===== config.mk =====
export PLATFORM = sky130hd
export DESIGN_NAME = dccm_error_inject
export DESIGN_NICKNAME = d
export VERILOG_FILES = /design/src/verilog/dccm_pkg.sv /design/src/verilog/dccm_error_inject.sv
export SDC_FILE = /design/constraint.sdc
export NUM_CORES = 1
export LEC_CHECK = 0
export ABC_AREA = 1
export BUFFER_PORTS_ARGS = -buffer_cell sky130_fd_sc_hd__clkbuf_2
export CAP_MARGIN = 10
export CELL_PAD_IN_SITES_DETAIL_PLACEMENT = 0
export CELL_PAD_IN_SITES_GLOBAL_PLACEMENT = 2
export CORE_MARGIN = 3
export CORE_UTILIZATION = 18
export CTS_CLUSTER_SIZE = 8
export DETAILED_ROUTE_END_ITERATION = 8
export GPL_ROUTABILITY_DRIVEN = 1
export GPL_TIMING_DRIVEN = 0
export MAX_ROUTING_LAYER = met4
export PLACE_DENSITY_LB_ADDON = 0.1
export SYNTH_ARGS = -nofsm -noshare
export SYNTH_HDL_FRONTEND = slang
export SYNTH_SLANG_ARGS = --single-unit

===== constraint.sdc =====
create_clock -name clk -period 2.5 [get_ports clk]
set_clock_uncertainty 0.05 [all_clocks]
set_input_delay 0 -clock clk [delete_from_list [all_inputs] [get_ports clk]]
set_output_delay 0 -clock clk [all_outputs]
set_load 0.02 [all_outputs]

===== src/verilog/dccm_pkg.sv =====
// DCCM definitions
// Bank geometry, the stored word layout (check bits above data)
// and the one-shot error injection request.

`default_nettype none

package dccm_pkg;

        localparam int dccm_num_banks = 4;
        localparam int dccm_depth     = 256;                     // words per bank
        localparam int dccm_data_w    = 32;
        localparam int dccm_ecc_w     = 7;
        localparam int dccm_fdata_w   = dccm_data_w + dccm_ecc_w; // {ecc, data}

        typedef logic [$clog2(dccm_depth)-1:0]   dccm_addr_t;
        typedef logic [dccm_data_w-1:0]          dccm_data_t;
        typedef logic [dccm_ecc_w-1:0]           dccm_ecc_t;
        typedef logic [dccm_fdata_w-1:0]         dccm_fdata_t;
        typedef logic [dccm_num_banks-1:0]       dccm_bank_mask_t;
        typedef logic [$clog2(dccm_fdata_w)-1:0] dccm_bit_pos_t;

        // injection request, sampled while no injection is pending
        typedef struct packed {
                logic          arm;        // one-cycle request
                logic          double_bit; // flip bit_pos and the bit above it
                dccm_bit_pos_t bit_pos;    // 0 to dccm_fdata_w-1
        } dccm_inject_t;

endpackage

`default_nettype wire

===== src/verilog/dccm_error_inject.sv =====
// DCCM error injection
// Holds one armed bit-flip request and XORs its mask into the next
// DCCM write word. Only the lowest-numbered writing bank is hit, then
// the request disarms itself. Other banks pass through unchanged.

`default_nettype none

module dccm_error_inject (
        input  logic                                                  clk,
        input  logic                                                  reset,
        input  dccm_pkg::dccm_inject_t                                inject,
        input  dccm_pkg::dccm_bank_mask_t                             wr_en,
        input  dccm_pkg::dccm_fdata_t [dccm_pkg::dccm_num_banks-1:0] wr_fdata,
        output dccm_pkg::dccm_fdata_t [dccm_pkg::dccm_num_banks-1:0] bank_fdata,
        output logic                                                  pending
);

        import dccm_pkg::*;

        logic            pending_q;
        logic            double_q;   // armed mode
        dccm_bit_pos_t   pos_q;      // armed position
        dccm_bit_pos_t   pos_upper;  // second bit of a double flip
        dccm_fdata_t     flip_mask;
        dccm_bank_mask_t target;     // one-hot, lowest writing bank
        logic            any_wr;

        assign any_wr = |wr_en;
        assign target = wr_en & (~wr_en + 1'b1);  // isolate lowest set bit

        // the top bit wraps to bit 0
        assign pos_upper = (pos_q == dccm_bit_pos_t'(dccm_fdata_w - 1)) ?
                           '0 : pos_q + 1'b1;

        always_comb begin : build_mask
                flip_mask = '0;
                flip_mask[pos_q] = 1'b1;
                if (double_q) begin
                        flip_mask[pos_upper] = 1'b1;
                end
        end

        always_comb begin : steer_mask
                for (int i = 0; i < dccm_num_banks; i++) begin
                        if (pending_q && target[i]) begin
                                bank_fdata[i] = wr_fdata[i] ^ flip_mask;
                        end else begin
                                bank_fdata[i] = wr_fdata[i];
                        end
                end
        end

        always_ff @(posedge clk) begin : pending_flag
                if (reset) begin
                        pending_q <= 1'b0;
                end else if (!pending_q) begin
                        pending_q <= inject.arm;  // arm only from idle
                end else if (any_wr) begin
                        pending_q <= 1'b0;        // one shot spent
                end
        end

        always_ff @(posedge clk) begin : capture_request
                if (!pending_q && inject.arm) begin
                        double_q <= inject.double_bit;
                        pos_q    <= inject.bit_pos;
                end
        end

        assign pending = pending_q;

endmodule

`default_nettype wire


# [After elaboration in Yosys (flattened, before gate mapping)]
# Index checks and enable logic that the tools add are counted.
[totals] ff_bits=8 in_bits=170 out_inout_bits=157 elab_cells=38
[classes] magnitude_cmp=4 n_bitwise=7 mux=12 n_addsub=2 eq_ne=1 n_reduce_logical=9
[ops] operator="two-way mux 39 bit" count=5
[ops] operator="XOR 39 bit" count=4
[ops] operator="bitwise OR 39 bit" count=1
[ops] operator="< comparator 6 x 7 -> 1 bit (second input constant)" count=2
[ops] operator="demux 1 bit (select 6 bit)" count=2
[ops] operator="greater-or-equal comparator 6 x 1 -> 1 bit (second input constant)" count=2
[ops] operator="logical AND 1 bit" count=7
[ops] operator="adder 6 x 1 -> 6 bit (second input constant)" count=1
[ops] operator="equality test 6 bit (second input constant)" count=1
[ops] operator="two-way mux 6 bit" count=1
[ops] operator="adder 4 x 1 -> 4 bit (second input constant)" count=1
[ops] operator="AND 4 bit" count=1
[ops] operator="two-way mux 1 bit" count=4
[ops] operator="NOT 4 bit" count=1
[ops] operator="OR reduction 4 bit" count=1
[ops] operator="zero test 1 bit" count=1

# [Depth between registers and ports, before layout]
# Gate-level depths: netlist of run 1.
[logic_depth] word_depth=10 depth_mapped=15 ltp_nobuf=14

# [Worst setup path before layout of run 1]
# No wires, ideal clock.
[synth_timing] kind="flip-flop to output port" start="register pos_q[0]" end="output port bank_fdata[10] (netlist name)" setup_slack_ns=0.555 n_path_buf=1 required_ns=2.450 arrival_time_ns=1.895 path_stages_with_launch=12 path_cell_list="edfxtp_1 > buf_4 > inv_4 > ha_1 > nand2_1 > inv_2 > nand3_4 > nand3_2 > nand3_4 > o21bai_4 > nand3_1 > nand2_1"
[synth_rtl] item="start, declared" line_no="dccm_error_inject.sv:22" rtl="dccm_bit_pos_t pos_q;"
[synth_rtl] item="start signal, assigned" line_no="dccm_error_inject.sv:66" rtl="pos_q <= inject.bit_pos;"
[synth_rtl] item="end, declared" line_no="dccm_error_inject.sv:14" rtl="output dccm_pkg::dccm_fdata_t [dccm_pkg::dccm_num_banks-1:0] bank_fdata,"

==> qor.txt, run 1 <==
Status -> completed
P_leak -> 4.20 nW
TritonCTS clock tree -> done
Slew @ Worst Pin -> 0.971 ns
Die height -> 167 um
Highest routed metal layer -> met4
Worst-skew pair later-pin latency -> 0.24 ns
DR iter-0 viols -> 395
CTS root buffer -> clkbuf_16
Met3 routed wirelength -> 2.02 mm
Adder-Cell Fraction of Synth Area -> 0.536%
Mapped cell area -> 4670 um2
Post-synth EDFFs -> 7
Area Overhead vs Synth -> 66.4%
Design area -> 7770 um2
Slew Viols, Final -> 0
Max Fclk -> 417 MHz
Register area share after synthesis -> 4.93%
GR Util All Layers -> 19.3%
Tot Pwr -> 1.51 mW
Mean Syn Cell Area -> 4.96 um2
Initial core utilization -> 18.4%
Share of layout cells above drive strength 1 -> 39.1%
Final Hold Fails -> 0
R2R Setup Slk -> 1.29 ns
IO buf count -> 326
Pwr Density -> 194 nW/um2
Synth Area in XOR/XNOR -> 0%
Leading cell type by number of instances after synthesis -> nand2_1
Die Wd -> 167 um
Clock buffer depth -> 2
Syn nets -> 1113
Synth Area in Simple Gates -> 75.8%
Yosys reg bits -> 8
# fillers -> 2943
# setup viols final -> 0
Aggregate global routing overflow -> 0
Largest cells by area after synthesis -> nand2_1 43%, nand3b_1 15%, nand3_1 8.0%
Area share of the largest cell type after synthesis -> 43.1%
Asr flop ratio synth -> 0%
Global-route wire length before repair -> 40.9 mm
Largest family of logic cells by synthesized area -> simple AND/OR/NAND/NOR gates
Distinct cells, synth -> 28
CP Capture Type -> output pin
GPL Wtd Cong -> 0.791
Largest net degree at the start of global routing -> 11
Via count -> 7039
Prevailing post-synth register cell -> edfxtp_1
Max-cap viol count -> 0
Max VDD drop -> 0.000268 V
Normalized max-slew margin -> 35.3%
CTS buffer count -> 3
Clock sinks -> 8
Initial antenna violation count -> 5
Syn Inst Count -> 941
1st-pass router iterations -> 5
Largest area contributor in the netlist -> nand2_1
Unrepaired setup endpoints after global routing -> true
Number of synthesis warnings -> 0
Worst endpoint data arrival time -> 2.35 ns
Wire length on met1 -> 12.3 mm
Area after DPL -> 6720 um2
Core area -> 25300 um2
Die area -> 27900 um2
Htree depth -> 1
DRT antenna net count -> 0
WL final -> 27.9 mm
Fin crit share -> 96.0%
Element type at the critical path start -> register
Clock transition at path regs -> 0.04 ns
Hold WS -> 0.0162 ns
Type of the tightest min-delay check -> in2reg
Residual DRC -> 0
Required @ worst endpoint -> 2.45 ns
Per-cell routed wire length -> 17.1 um
Final HPWL from detailed placement -> 22.8 mm
Ports -> 327
Critical path peak fanout -> 8
Setup Total Neg Slack -> 0 ns
WL met2 -> 13.3 mm
Mux cell area share after synthesis -> 0%
Number of global-route vias before repair -> 6653
Commonest cells post-synth -> 536 x nand2_1, 91 x nand3b_1, 87 x inv_1, 75 x nand3_1, 28 x nor2_1
Kind of critical path -> reg2out
Avg Vias per Cell -> 4.31
Synth Area in Compound Gates -> 7.55%
Rows -> 58
Nets -> 1470
Clock period minus worst slack -> 2.40 ns
## path summary, 6_finish.rpt
kind | start | endpoint | depth (start not counted)
max | pos_q[0]$_DFFE_PP_ | bank_fdata[85] | 15
min | wr_en[1] | pending$_SDFF_PP0_ | 4
max reg2reg | pending$_SDFF_PP0_ | pos_q[0]$_DFFE_PP_ | 3
min reg2reg | pending$_SDFF_PP0_ | pending$_SDFF_PP0_ | 2
## layer usage
metal | GRT usage [%] | up-vias
li1 | - | 3639
met1 | 24.4 | 3155
met2 | 33.0 | 233
met3 | 3.61 | 12
met4 | 2.76 | 0
met5 | - | -
## layout by cell type, fill, tap and decap left out, types with 5 or more instances in the layout
master,Yosys,routed
nand3_2,3,10
nand2_4,0,27
inv_2,9,7
o21bai_4,16,16
nor2_1,28,22
buf_2,13,29
inv_1,87,85
edfxtp_1,7,7
clkbuf_4,0,7
nand2_1,536,490
nand3b_1,91,91
dlygate4sd3_1,0,8
nand3_1,75,65
diode_2,0,5
buf_4,2,34
clkbuf_2,0,267
clkbuf_1,19,16
nor2_4,6,12
nand2_2,26,43
buf_6,0,21
nand3_4,3,6
## registers in the layout, summed over array words and instances (netlist names)
name and count:
pending 1, double_q 1, pos_q 6
## worst max-delay path: stages, from the launching register on
cell	delay, ns
edfxtp_1	0.35
buf_6	0.14
clkinv_8	0.06
ha_4	0.15
nand2_2	0.07
inv_2	0.04
nand3_4	0.14
buf_8	0.16
nand3_4	0.14
inv_8	0.14
nand2_8	0.08
o21bai_4	0.29
nand2_1	0.09
nand2_1	0.07
nand2_1	0.06
buf_6	0.13
## power breakdown
| part | internal [mW] | switching, mW | leakage [nW] |
|---|---|---|---|
| Combinational | 0.404 | 0.652 | 4.09 |
| Clock | 0.214 | 0.0754 | 0.0382 |
| Sequential | 0.156 | 0.0105 | 0.0756 |
## cell type report
class	instances	area, um2	area share, %
diodes	5	12.5	0.161
plain buffers	34	160	2.06
clock buffers	4	78.8	1.01
inverters	98	395	5.09
multi-input cells	801	4390	56.4
flip-flops and latches	8	230	2.96
well taps	330	413	5.31
repair buffers	352	2100	27.0
## stage by stage
stage          cells  setup slack [ns]  utilization [%]
5_1_grt         1632           -0.0755             30.7
6_report        1632             0.101             30.7
3_5_place_dp    1597            -0.124             26.5
3_3_place_gp    1597            -0.114             26.5
4_1_cts         1619            0.0140             28.2
2_1_floorplan    941             0.555                -
## repair_timing
item                       4_1_cts  5_1_grt
hold buffers                     8        0
setup endpoints to repair      152      155
hold endpoints to repair         8        0
gates resized for setup         51      214
buffers inserted                10        8
pin swaps                       20       57
## kinds of logic after synthesis
logic type | after synthesis
fa+ha+maj | 2
compound gates | 23
buf+inv | 132
flops | 8
simple gates | 776
Power figures use the tool's default switching activity.
==> inputs of run 2 (changes only) <==
==> constraint.sdc (replaced) <==
create_clock -name clk -period 2.5 [get_ports clk]
set_clock_uncertainty 0.05 [all_clocks]
set_input_delay 0 -clock clk [delete_from_list [all_inputs] [get_ports clk]]
set_output_delay 0 -clock clk [all_outputs]
set_load 0.1 [all_outputs]
==> run 2 against run 1 <==
Against the previous run:
- final area rose by 26%
- sequential power barely moved
- maximum frequency fell by 1.1%
- power rose by 78%
- sequential share of layout area fell by 0.61 points
==> qor.txt, run 2 (synthesis results as in run 1) <==
Largest net degree at the start of global routing -> 11
Normalized max-slew margin -> 47.4%
Status -> completed
Most Frequent Cell on Critical Path -> nand3_4
Number of global-route vias before repair -> 6611
CP Capture Type -> output pin
Unrepaired setup endpoints after global routing -> true
Max VDD drop -> 0.000259 V
Setup Total Neg Slack -> 0 ns
DR iter-0 viols -> 433
Required @ worst endpoint -> 2.45 ns
CP Cell Sequence -> buf_6, inv_8, ha_4, nand2_4, inv_4, nand3_4, nand3_4, nand3_4, buf_12, o21bai_4, buf_12, nand2_4, nand2_2, nand2_2, clkbuf_16
Die height -> 167 um
Wire length on met1 -> 12.1 mm
Area Overhead vs Synth -> 110%
Rows -> 58
WL final -> 28.4 mm
Residual DRC -> 0
# setup viols final -> 0
Crit path largest cell delay -> 0.40 ns
Via count -> 7181
Per-cell routed wire length -> 17.4 um
Clock period minus worst slack -> 2.43 ns
Htree depth -> 1
Initial core utilization -> 18.4%
Kind of critical path -> reg2out
Critical path peak fanout -> 7
Clock transition at path regs -> 0.04 ns
GR Util All Layers -> 19.4%
Slew Viols, Final -> 0
Type of the tightest min-delay check -> in2reg
Final Hold Fails -> 0
Hold WS -> 0.0103 ns
Aggregate global routing overflow -> 0
Die Wd -> 167 um
Most frequent cells in the layout -> 458 x nand2_1, 176 x clkbuf_2, 91 x nand3b_1, 86 x inv_1, 72 x nand2_2
Tot Pwr -> 2.69 mW
Fin crit share -> 97.0%
1st-pass router iterations -> 5
Ports -> 327
Global-route wire length before repair -> 41.1 mm
Worst-skew pair later-pin latency -> 0.23 ns
CTS buffer count -> 3
Clock buffer depth -> 2
Die area -> 27900 um2
Slew @ Worst Pin -> 0.789 ns
TritonCTS clock tree -> done
Final HPWL from detailed placement -> 22.7 mm
Worst endpoint data arrival time -> 2.38 ns
IO buf count -> 326
Core area -> 25300 um2
Max Fclk -> 412 MHz
Element type at the critical path start -> register
Area after DPL -> 6720 um2
P_leak -> 4.98 nW
Pwr Density -> 274 nW/um2
GPL Wtd Cong -> 0.805
Avg Vias per Cell -> 4.39
Max FFs per register -> 6
Share of layout cells above drive strength 1 -> 43.1%
DRT antenna net count -> 0
Delay-heaviest family, CP -> buffers and inverters
Met3 routed wirelength -> 2.08 mm
Clock sinks -> 8
Highest routed metal layer -> met4
Slowest-stage cell, CP -> edfxtp_1
Leading cell type in the layout, fill and taps excluded -> nand2_1
Design area -> 9830 um2
WL met2 -> 14.0 mm
Max-cap viol count -> 0
Nets -> 1477
Top reg by flops -> pos_q
Crit path buf inv count -> 6
CTS root buffer -> clkbuf_16
# fillers -> 2771
Initial antenna violation count -> 2
[run 2: timing repair]
| item | in CTS | in global routing |
|---|---|---|
| endpoints found under the setup margin | 156 | 156 |
| pin swaps | 23 | 51 |
| gates resized for setup | 361 | 319 |
| cloned | 1 | 0 |
| hold buffers | 8 | 0 |
| hold endpoints to repair | 8 | 0 |
| setup buffers | 17 | 7 |
[run 2: final timing paths]
check        slack [ns]  cells past startpoint                  to          startpoint
min                0.01                      4  pending$_SDFF_PP0_            wr_en[1]
max                0.07                     15      bank_fdata[42]  pos_q[0]$_DFFE_PP_
max reg2reg        1.37                      3  pos_q[0]$_DFFE_PP_  pending$_SDFF_PP0_
min reg2reg        0.47                      2  pending$_SDFF_PP0_  pending$_SDFF_PP0_
[run 2: cell type report]
class	instances	area, um2	share of cell area [%]
multi-input cells	802	4540	46.2
repair buffers	358	4020	40.9
well taps	330	413	4.20
inverters	98	383	3.89
flip-flops and latches	8	231	2.35
plain buffers	34	163	1.65
clock buffers	4	78.8	0.802
diodes	2	5.00	0.0509
[run 2: through the flow]
stage	instances	util, %	worst slack (ns)
2_1_floorplan	941	-	0.0658
3_3_place_gp	1597	26.5	-0.377
3_5_place_dp	1597	26.5	-0.343
4_1_cts	1627	34.6	-0.00803
5_1_grt	1636	38.8	-0.0642
6_report	1636	38.8	0.0741
[run 2: where the power goes]
| part | internal, mW | switching [mW] |
|---|---|---|
| registers | 0.156 | 0.0101 |
| clock network | 0.213 | 0.0681 |
| logic | 0.710 | 1.53 |
| total | 1.08 | 1.61 |
[run 2: routing by layer]
metal | vias to the layer above | track usage (%)
li1 | 3651 | -
met3 | 12 | 4.23
met2 | 247 | 33.8
met1 | 3271 | 23.8
met5 | - | -
met4 | 0 | 2.08
[run 2: tightest hold or removal path, stage by stage]
cell and delay, ns:
clkbuf_2 0.09, nor2_1 0.05, nand3_1 0.06, a21oi_1 0.05
